`src/source/roce_pkt_pkg.sv`:
```
package roce_pkt_pkg;

  typedef logic [47:0]  mac_addr_t;
  typedef logic [31:0]  ipv4_addr_t;
  typedef logic [23:0]  qp_num_t;
  typedef logic [23:0]  psn_t;
  typedef logic [15:0]  csum_t;
  typedef logic [511:0] axis_data_t;  // byte 0 in lane 0
  typedef logic [63:0]  axis_keep_t;

  typedef enum logic {
    KIND_RD_RESP,
    KIND_ACK
  } pkt_kind_e;

  typedef struct packed {
    mac_addr_t  dst_mac;
    ipv4_addr_t dst_ip;
  } qp_cfg_t;

  typedef struct packed {
    pkt_kind_e kind;
    qp_num_t   qp;
    psn_t      psn;
  } resp_req_t;

  typedef struct packed {
    mac_addr_t  dst_mac;
    ipv4_addr_t dst_ip;
    csum_t      rd_csum;
    csum_t      ack_csum;
  } qp_ctx_t;

  // packet sizes in bytes
  localparam int RD_RESP_PKT_BYTES = 314;
  localparam int HDR_BYTES         = 58;
  localparam int BEAT_BYTES        = 64;

  typedef logic [HDR_BYTES*8-1:0] hdr_t;  // wire order, byte 0 at the top

  localparam logic [15:0] RD_RESP_TOTAL_LEN = 16'h0130;
  localparam logic [15:0] ACK_TOTAL_LEN     = 16'h0030;
  localparam logic [15:0] ETH_TYPE_IPV4     = 16'h0800;

  localparam logic [7:0]  IP_VER_IHL   = 8'h45;
  localparam logic [7:0]  IP_TOS       = 8'hb8;
  localparam logic [15:0] IP_ID        = 16'h5555;
  localparam logic [15:0] IP_FLAGS     = 16'h4000;  // don't fragment
  localparam logic [7:0]  IP_TTL       = 8'hba;
  localparam logic [7:0]  IP_PROTO_UDP = 8'h11;

  localparam logic [15:0] UDP_SRC_PORT = 16'h6851;
  localparam logic [15:0] UDP_DST_PORT = 16'h12b7;  // 4791, roce v2

  localparam logic [7:0]  OPC_RD_RESP = 8'h10;
  localparam logic [7:0]  OPC_ACK     = 8'h11;
  localparam logic [15:0] PKEY        = 16'h666f;

  // request descriptor field offsets
  localparam int REQ_PSN_BYTE = 51;
  localparam int REQ_QP_BYTE  = 47;

  function automatic csum_t ipv4_csum(input logic [15:0] total_len,
                                      input ipv4_addr_t src_ip,
                                      input ipv4_addr_t dst_ip);
    logic [19:0] sum;
    sum = 20'({IP_VER_IHL, IP_TOS}) + 20'(total_len) + 20'(IP_ID) + 20'(IP_FLAGS)
        + 20'({IP_TTL, IP_PROTO_UDP})
        + 20'(src_ip[31:16]) + 20'(src_ip[15:0])
        + 20'(dst_ip[31:16]) + 20'(dst_ip[15:0]);
    sum = 20'(sum[15:0]) + 20'(sum[19:16]);
    sum = 20'(sum[15:0]) + 20'(sum[19:16]);  // second fold catches the last carry
    return ~sum[15:0];
  endfunction

  // first header byte ends up in the lowest lane
  function automatic hdr_t hdr_to_lanes(input hdr_t hdr);
    hdr_t lanes;
    for (int i = 0; i < HDR_BYTES; i++) begin
      lanes[i*8 +: 8] = hdr[(HDR_BYTES-1-i)*8 +: 8];
    end
    return lanes;
  endfunction

endpackage

```
`src/source/req_parser.sv`:
```
`timescale 1ns/1ps
module req_parser import roce_pkt_pkg::*; #(
  parameter int NUM_QP   = 6,
  parameter int FIRST_QP = 2
) (
  input  logic              core_clk,
  input  logic              core_aresetn,
  input  logic              req_valid_i,
  input  logic              req_is_ack_i,
  input  axis_data_t        req_data_i,
  input  logic              take_i,
  output logic              req_ready_o,
  output logic              pend_valid_o,
  output resp_req_t         pend_o,
  output logic [NUM_QP-1:0] slot_sel_o,
  output logic              drop_o
);

  qp_num_t req_qp;
  psn_t    req_psn;
  logic    req_fire;
  logic    qp_known;

  // three bytes each, msb at the lower offset
  assign req_qp  = {req_data_i[REQ_QP_BYTE*8 +: 8],
                    req_data_i[(REQ_QP_BYTE+1)*8 +: 8],
                    req_data_i[(REQ_QP_BYTE+2)*8 +: 8]};
  assign req_psn = {req_data_i[REQ_PSN_BYTE*8 +: 8],
                    req_data_i[(REQ_PSN_BYTE+1)*8 +: 8],
                    req_data_i[(REQ_PSN_BYTE+2)*8 +: 8]};

  assign req_ready_o = !pend_valid_o;  // one request buffered
  assign req_fire    = req_valid_i && req_ready_o;
  assign qp_known    = (req_qp >= qp_num_t'(FIRST_QP)) &&
                       (req_qp < qp_num_t'(FIRST_QP + NUM_QP));

  always_ff @(posedge core_clk or negedge core_aresetn) begin
    if (!core_aresetn) begin
      pend_valid_o <= 1'b0;
      drop_o       <= 1'b0;
    end else begin
      drop_o <= req_fire && !qp_known;
      if (req_fire && qp_known) begin
        pend_valid_o <= 1'b1;
      end else if (take_i) begin
        pend_valid_o <= 1'b0;
      end
    end
  end

  always_ff @(posedge core_clk) begin
    if (req_fire) begin
      pend_o.kind <= req_is_ack_i ? KIND_ACK : KIND_RD_RESP;
      pend_o.qp   <= req_qp;
      pend_o.psn  <= req_psn;
    end
  end

  // select for the context mux
  for (genvar i = 0; i < NUM_QP; i++) begin : g_sel
    assign slot_sel_o[i] = pend_valid_o && (pend_o.qp == qp_num_t'(FIRST_QP + i));
  end

endmodule

```
`src/source/qp_ctx_slot.sv`:
```
`timescale 1ns/1ps
module qp_ctx_slot import roce_pkt_pkg::*; #(
  parameter int SLOT_QP = 2
) (
  input  logic       core_clk,
  input  logic       core_aresetn,
  input  logic       cfg_we_i,
  input  qp_num_t    cfg_qp_i,
  input  qp_cfg_t    cfg_i,
  input  ipv4_addr_t src_ip_i,
  output qp_ctx_t    ctx_o
);

  logic  cfg_hit;
  csum_t rd_csum;
  csum_t ack_csum;

  assign cfg_hit = cfg_we_i && (cfg_qp_i == qp_num_t'(SLOT_QP));

  // only the total length differs between the two kinds,
  // so both sums are ready before any request shows up
  assign rd_csum  = ipv4_csum(RD_RESP_TOTAL_LEN, src_ip_i, cfg_i.dst_ip);
  assign ack_csum = ipv4_csum(ACK_TOTAL_LEN, src_ip_i, cfg_i.dst_ip);

  always_ff @(posedge core_clk or negedge core_aresetn) begin
    if (!core_aresetn) begin
      ctx_o <= '0;
    end else if (cfg_hit) begin
      ctx_o.dst_mac  <= cfg_i.dst_mac;
      ctx_o.dst_ip   <= cfg_i.dst_ip;
      ctx_o.rd_csum  <= rd_csum;
      ctx_o.ack_csum <= ack_csum;  // reconfig overwrites both
    end
  end

endmodule

```
`src/source/pkt_serializer.sv`:
```
`timescale 1ns/1ps
module pkt_serializer import roce_pkt_pkg::*; (
  input  logic       core_clk,
  input  logic       core_aresetn,
  input  logic       pend_valid_i,
  input  resp_req_t  pend_i,
  input  qp_ctx_t    ctx_i,
  input  mac_addr_t  src_mac_i,
  input  ipv4_addr_t src_ip_i,
  input  logic       tx_tready_i,
  output logic       take_o,
  output axis_data_t tx_tdata_o,
  output axis_keep_t tx_tkeep_o,
  output logic       tx_tvalid_o,
  output logic       tx_tlast_o
);

  localparam int MAX_BEATS = (RD_RESP_PKT_BYTES + BEAT_BYTES - 1) / BEAT_BYTES;
  localparam int PAY_BYTES = RD_RESP_PKT_BYTES - HDR_BYTES;
  localparam int BEAT_BITS = BEAT_BYTES * 8;
  localparam int PKT_BITS  = MAX_BEATS * BEAT_BITS;
  localparam int REM_W     = $clog2(RD_RESP_PKT_BYTES + 1);
  localparam int BEAT_W    = $clog2(MAX_BEATS);

  typedef enum logic [1:0] {
    SER_IDLE,
    SER_LOAD,
    SER_BEAT
  } ser_state_e;

  ser_state_e          state_q;
  resp_req_t           req_q;
  qp_ctx_t             ctx_q;
  logic [PKT_BITS-1:0] pkt_q;     // whole packet in lane order
  logic [REM_W-1:0]    remain_q;  // bytes still to go out
  logic [BEAT_W-1:0]   beat_q;

  logic                is_ack;
  logic [15:0]         total_len;
  logic [15:0]         udp_len;
  csum_t               csum;
  logic [7:0]          opcode;
  logic [7:0]          pay_byte;
  hdr_t                hdr;
  logic [PKT_BITS-1:0] pkt_d;
  logic                last_beat;
  axis_keep_t          keep_last;

  assign take_o = (state_q == SER_IDLE) && pend_valid_i && tx_tready_i;

  assign is_ack    = (req_q.kind == KIND_ACK);
  assign total_len = is_ack ? ACK_TOTAL_LEN : RD_RESP_TOTAL_LEN;
  assign udp_len   = total_len - 16'd20;
  assign csum      = is_ack ? ctx_q.ack_csum : ctx_q.rd_csum;
  assign opcode    = is_ack ? OPC_ACK : OPC_RD_RESP;
  assign pay_byte  = {4'h1, req_q.psn[3:0] + 4'h1};

  // eth, ipv4, udp, bth, aeth
  assign hdr = {ctx_q.dst_mac, src_mac_i, ETH_TYPE_IPV4,
                IP_VER_IHL, IP_TOS, total_len, IP_ID, IP_FLAGS,
                IP_TTL, IP_PROTO_UDP, csum, src_ip_i, ctx_q.dst_ip,
                UDP_SRC_PORT, UDP_DST_PORT, udp_len, 16'h0000,
                opcode, 8'h00, PKEY, 8'h00, req_q.qp, 8'h00, req_q.psn,
                32'h0000_0000};

  assign pkt_d = is_ack ? PKT_BITS'(hdr_to_lanes(hdr))
                        : PKT_BITS'({{PAY_BYTES{pay_byte}}, hdr_to_lanes(hdr)});

  assign last_beat = (remain_q <= REM_W'(BEAT_BYTES));
  assign keep_last = ~(axis_keep_t'('1) << remain_q);

  // nothing moves while the sink holds off
  always_ff @(posedge core_clk or negedge core_aresetn) begin
    if (!core_aresetn) begin
      state_q     <= SER_IDLE;
      remain_q    <= '0;
      beat_q      <= '0;
      tx_tkeep_o  <= '0;
      tx_tvalid_o <= 1'b0;
      tx_tlast_o  <= 1'b0;
    end else if (tx_tready_i) begin
      case (state_q)
        SER_IDLE: begin
          tx_tvalid_o <= 1'b0;  // last beat went out on this edge
          tx_tlast_o  <= 1'b0;
          if (pend_valid_i) begin
            state_q <= SER_LOAD;
          end
        end
        SER_LOAD: begin
          remain_q <= is_ack ? REM_W'(HDR_BYTES) : REM_W'(RD_RESP_PKT_BYTES);
          beat_q   <= '0;
          state_q  <= SER_BEAT;
        end
        SER_BEAT: begin
          tx_tvalid_o <= 1'b1;
          beat_q      <= beat_q + 1'b1;
          if (last_beat) begin
            tx_tkeep_o <= keep_last;
            tx_tlast_o <= 1'b1;
            state_q    <= SER_IDLE;
          end else begin
            tx_tkeep_o <= '1;
            remain_q   <= remain_q - REM_W'(BEAT_BYTES);
          end
        end
        default: state_q <= SER_IDLE;
      endcase
    end
  end

  always_ff @(posedge core_clk) begin
    if (take_o) begin
      req_q <= pend_i;
      ctx_q <= ctx_i;
    end
    if (tx_tready_i && state_q == SER_LOAD) begin
      pkt_q <= pkt_d;
    end
    if (tx_tready_i && state_q == SER_BEAT) begin
      tx_tdata_o <= pkt_q[beat_q*BEAT_BITS +: BEAT_BITS];
    end
  end

endmodule

```
`src/source/roce_resp_gen_top.sv`:
```
`timescale 1ns/1ps
module roce_resp_gen_top import roce_pkt_pkg::*; #(
  parameter int NUM_QP   = 6,
  parameter int FIRST_QP = 2
) (
  input  logic       core_clk,
  input  logic       core_aresetn,
  input  mac_addr_t  src_mac_i,
  input  ipv4_addr_t src_ip_i,
  input  logic       cfg_we_i,
  input  qp_num_t    cfg_qp_i,
  input  qp_cfg_t    cfg_i,
  input  logic       req_valid_i,
  input  logic       req_is_ack_i,
  input  axis_data_t req_data_i,
  output logic       req_ready_o,
  output logic       drop_o,
  output axis_data_t tx_tdata_o,
  output axis_keep_t tx_tkeep_o,
  output logic       tx_tvalid_o,
  output logic       tx_tlast_o,
  input  logic       tx_tready_i
);

  logic              pend_valid;
  resp_req_t         pend;
  logic              take;
  logic [NUM_QP-1:0] slot_sel;
  qp_ctx_t           slot_ctx [NUM_QP];
  qp_ctx_t           sel_ctx;

  req_parser #(
    .NUM_QP   (NUM_QP),
    .FIRST_QP (FIRST_QP)
  ) u_parser (
    .core_clk     (core_clk),
    .core_aresetn (core_aresetn),
    .req_valid_i  (req_valid_i),
    .req_is_ack_i (req_is_ack_i),
    .req_data_i   (req_data_i),
    .take_i       (take),
    .req_ready_o  (req_ready_o),
    .pend_valid_o (pend_valid),
    .pend_o       (pend),
    .slot_sel_o   (slot_sel),
    .drop_o       (drop_o)
  );

  for (genvar i = 0; i < NUM_QP; i++) begin : g_slot
    qp_ctx_slot #(
      .SLOT_QP (FIRST_QP + i)
    ) u_slot (
      .core_clk     (core_clk),
      .core_aresetn (core_aresetn),
      .cfg_we_i     (cfg_we_i),
      .cfg_qp_i     (cfg_qp_i),
      .cfg_i        (cfg_i),
      .src_ip_i     (src_ip_i),
      .ctx_o        (slot_ctx[i])
    );
  end

  // one-hot pick of the pending qp's context
  always_comb begin
    sel_ctx = '0;
    for (int i = 0; i < NUM_QP; i++) begin
      if (slot_sel[i]) begin
        sel_ctx = slot_ctx[i];
      end
    end
  end

  pkt_serializer u_serializer (
    .core_clk     (core_clk),
    .core_aresetn (core_aresetn),
    .pend_valid_i (pend_valid),
    .pend_i       (pend),
    .ctx_i        (sel_ctx),
    .src_mac_i    (src_mac_i),
    .src_ip_i     (src_ip_i),
    .tx_tready_i  (tx_tready_i),
    .take_o       (take),
    .tx_tdata_o   (tx_tdata_o),
    .tx_tkeep_o   (tx_tkeep_o),
    .tx_tvalid_o  (tx_tvalid_o),
    .tx_tlast_o   (tx_tlast_o)
  );

endmodule

```
`config.mk`:
```
export PLATFORM = sky130hd
export DESIGN_NAME = roce_resp_gen_top
export DESIGN_NICKNAME = d
export VERILOG_FILES = /design/src/source/roce_pkt_pkg.sv /design/src/source/req_parser.sv /design/src/source/qp_ctx_slot.sv /design/src/source/pkt_serializer.sv /design/src/source/roce_resp_gen_top.sv
export SDC_FILE = /design/constraint.sdc
export NUM_CORES = 2
export LEC_CHECK = 0
export BUFFER_PORTS_ARGS = -buffer_cell sky130_fd_sc_hd__clkbuf_2
export CORE_AREA = 2 2 504 506
export CTS_CLUSTER_DIAMETER = 80
export DETAILED_ROUTE_END_ITERATION = 16
export DIE_AREA = 0 0 506 508
export PLACE_DENSITY = 0.45
export SLEW_MARGIN = 20
export SYNTH_ARGS = -nofsm -noshare
export SYNTH_HDL_FRONTEND = slang
export SYNTH_SLANG_ARGS = --single-unit
```
`constraint.sdc`:
```
create_clock -name core_clk -period 17.86 [get_ports core_clk]
set_input_delay 0.893 -clock core_clk [delete_from_list [all_inputs] [get_ports core_clk]]
set_output_delay 0.893 -clock core_clk [all_outputs]
set_load 0.02 [all_outputs]
```
==> flow_metrics.tcl <==
set metrics [dict create \
    critPathArrivalTime_ns 9.81 \
    yosys.area.top_type_share_pct 32.6 \
    end_kind "flop" \
    postCtsSetupRepairBufs 0 \
    synth-edff-count 682 \
    grt_antenna_before_repair 48 \
    clkSlewWorstSetupHoldPaths_ns 0.06 \
    status "finished, final reports clean" \
    synthCells 5823 \
    fp.dieH_um 508 \
    via_per_inst 4.61 \
    r2r_slack_ns 11.62 \
    dp_hpwl_um 139000 \
    grt_overflow 0 \
    yosysTopAreaCell "edfxtp_1" \
    synth-async-reset-ratio_pct 50.5 \
    clock_skew_ns 0.0679 \
    cts_tree "yes" \
    routed-wl-met2_um 103000 \
    cpMostUsedCell "inv_1" \
    gp_congestion 0.834 \
    drive_gt1_share_pct 19.9 \
    drt_first_iter_violations 3608 \
    ys_top_cells_by_area "edfxtp_1 (33%), dfrtp_1 (28%), nand2_1 (10%)" \
    synthMostInstantiatedCell "nand2_1" \
    wl_um 227000 \
    hp-class "input pin to async pin" \
    wl_met1_um 102000 \
    ant_nets 0 \
    synth_seq_cells 1377 \
    ioPinCount 1282 \
    ys_seq_area_share_pct 60.3 \
    insertion_delay_ns 0.82 \
    synthTopCellsByCount "nand2_1 (1752), dfrtp_1 (695), edfxtp_1 (682), o21ai_0 (334), clkbuf_1 (331)" \
    max_freq_mhz 109 \
    ctsHoldBuffers 0 \
    grt_setup_unrepaired "no" \
    slew_headroom_pct 28.3 \
    post_cts_resized 0 \
    power.density_nw_per_um2 129 \
    synth_cell_type_count 81 \
    drv_slew 0 \
    ir_drop_v 0.0000911 \
    finalSetupTns_ns 0 \
    dieArea_um2 257000 \
    critPathMaxStageDelay_ns 0.81 \
    yosysWarnings 0 \
    ys.flop_type "dfrtp_1" \
    cp_max_fo 8 \
    fp.coreArea_um2 252000 \
    port_buffers 727 \
    start_kind "input pin" \
    p_leak_nw 31.9 \
    grt_pass1_vias 44100 \
    met3_length_um 15500 \
    syn_area_per_cell_um2 10.8 \
    period_minus_slack_ns 9.18 \
    setup_viol 0 \
    top_layer "met5" \
    utilization_pct 29.2 \
    grt_pass1_wl_um 323000 \
    numCtsBuffers 167 \
    wl_per_cell_um 23.3 \
    fin_nets 7000 \
    grt_max_degree 162 \
    maxCapViolations 0 \
    cts-htree-levels 4 \
    fin_crit_sh_pct 51.4 \
    rows 185 \
    area_growth_pct 17.3 \
    start_util_pct 24.9 \
    synthesis.area_um2 62800 \
    max_slew.worst_pin.slew_ns 1.07 \
    cp_slowest_cell "xor2_1" \
    finalPower_mw 9.54 \
    hold_viol_final 0 \
    worstSetupPathType "input pin to flop" \
    grt_usage_pct 17.1 \
    cts_buffer_depth 3 \
    required_ns 18.49 \
    drtPass1Iterations 7 \
    die_x_um 506 \
    drc_errors 0 \
    cts_num_sinks 1377 \
    ctsRootBufferMaster "clkbuf_16" \
    vias 44800 \
]
[critical path, delay by kind of cell]
kind | cells | cell delay [ns]
buffers and inverters | 6 | 0.58
AO/OA/AOI/OAI | 8 | 2.02
XOR/XNOR | 3 | 1.39
adder cells (fa/ha/maj) | 6 | 2.37
AND/OR/NAND/NOR | 12 | 2.55
[cell usage in the layout, fill, tap and decap left out, types with 80 or more instances in the layout]
| cell | count |
|---|---|
| a21o_1 | 101 |
| a21oi_1 | 159 |
| a221oi_1 | 112 |
| a22o_1 | 225 |
| and2_1 | 94 |
| buf_4 | 80 |
| clkbuf_16 | 169 |
| clkbuf_2 | 726 |
| conb_1 | 90 |
| dfrtp_1 | 694 |
| edfxtp_1 | 682 |
| inv_1 | 91 |
| mux2_2 | 152 |
| nand2_1 | 1749 |
| nor2_1 | 155 |
| o21a_1 | 81 |
| o21ai_0 | 334 |
[where the power goes]
group | leakage [nW] | internal [mW] | total (mW) | switching (mW)
logic | 13.5 | 0.668 | 2.41 | 1.74
registers | 15.7 | 3.64 | 3.72 | 0.0864
clock network | 2.66 | 1.95 | 3.40 | 1.45
[path summary, 6_finish.rpt]
check	depth (start not counted)	endpoint	from
worst max-delay path	35	g_slot[3].u_slot.ctx_o[26]	src_ip_i[17]
worst min-delay path	1	g_slot[2].u_slot.ctx_o[96]	core_aresetn
worst max register to register	12	u_serializer.ctx_q[111]	u_parser.pend_valid_o
worst min register to register	0	u_serializer.pkt_q[47]	u_serializer.ctx_q[71]
max in group asynchronous	4	g_slot[2].u_slot.ctx_o[60]	core_aresetn
min in group core_clk	1	u_serializer.pkt_q[71]	src_mac_i[31]
[metrics by stage]
step | cells | setup WS [ns] | hold slack (ns) | instance area, um2
final | 9721 | 8.68 | 0.110 | 73700
after global routing | 9710 | 8.07 | 0.168 | 73700
after CTS | 9705 | 8.78 | 0.129 | 73700
after detailed placement | 9394 | 7.92 | 0.405 | 68100
after global placement | 9394 | 7.99 | 0.401 | 68100
after floorplan | 5912 | 9.24 | 0.400 | 63200
[cell families after synthesis]
family | Yosys count | synth area share (%)
other | 1 | 0.00597
adder cells (fa/ha/maj) | 101 | 2.58
AO/OA/AOI/OAI | 1097 | 12.0
buffers and inverters | 790 | 6.70
AND/OR/NAND/NOR | 2211 | 14.3
flip-flops | 1377 | 60.3
XOR/XNOR | 87 | 1.27
multiplexers | 159 | 2.84
[routing by layer]
layer	up-vias	GRT usage (%)
met5	-	0
met2	1568	27.1
li1	20400	-
met1	22500	23.4
met3	319	3.71
met4	14	5.19
[state kept, by name, summed over array words and instances, names as in the netlist, 2 cells and up]
register / flops
u_serializer.beat_q: 3
g_slot.u_slot.ctx_o: 672
u_parser.pend_o: 49
u_serializer.remain_q: 4
u_serializer.tx_tdata_o: 242
u_serializer.pkt_q: 230
u_serializer.tx_tkeep_o: 10
u_serializer.ctx_q: 112
u_serializer.state_q: 2
u_serializer.hdr: 48
[cell type report]
class | instances | area [um2]
Timing Repair Buffer | 814 | 4380
Multi-Input combinational cell | 3745 | 21300
Fill cell | 26200 | 179000
Tap cell | 3366 | 4210
Inverter | 92 | 353
Clock inverter | 59 | 747
Clock buffer | 252 | 4790
Sequential cell | 1377 | 37900
Antenna cell | 16 | 40.0
Power figures use the tool's default switching activity.
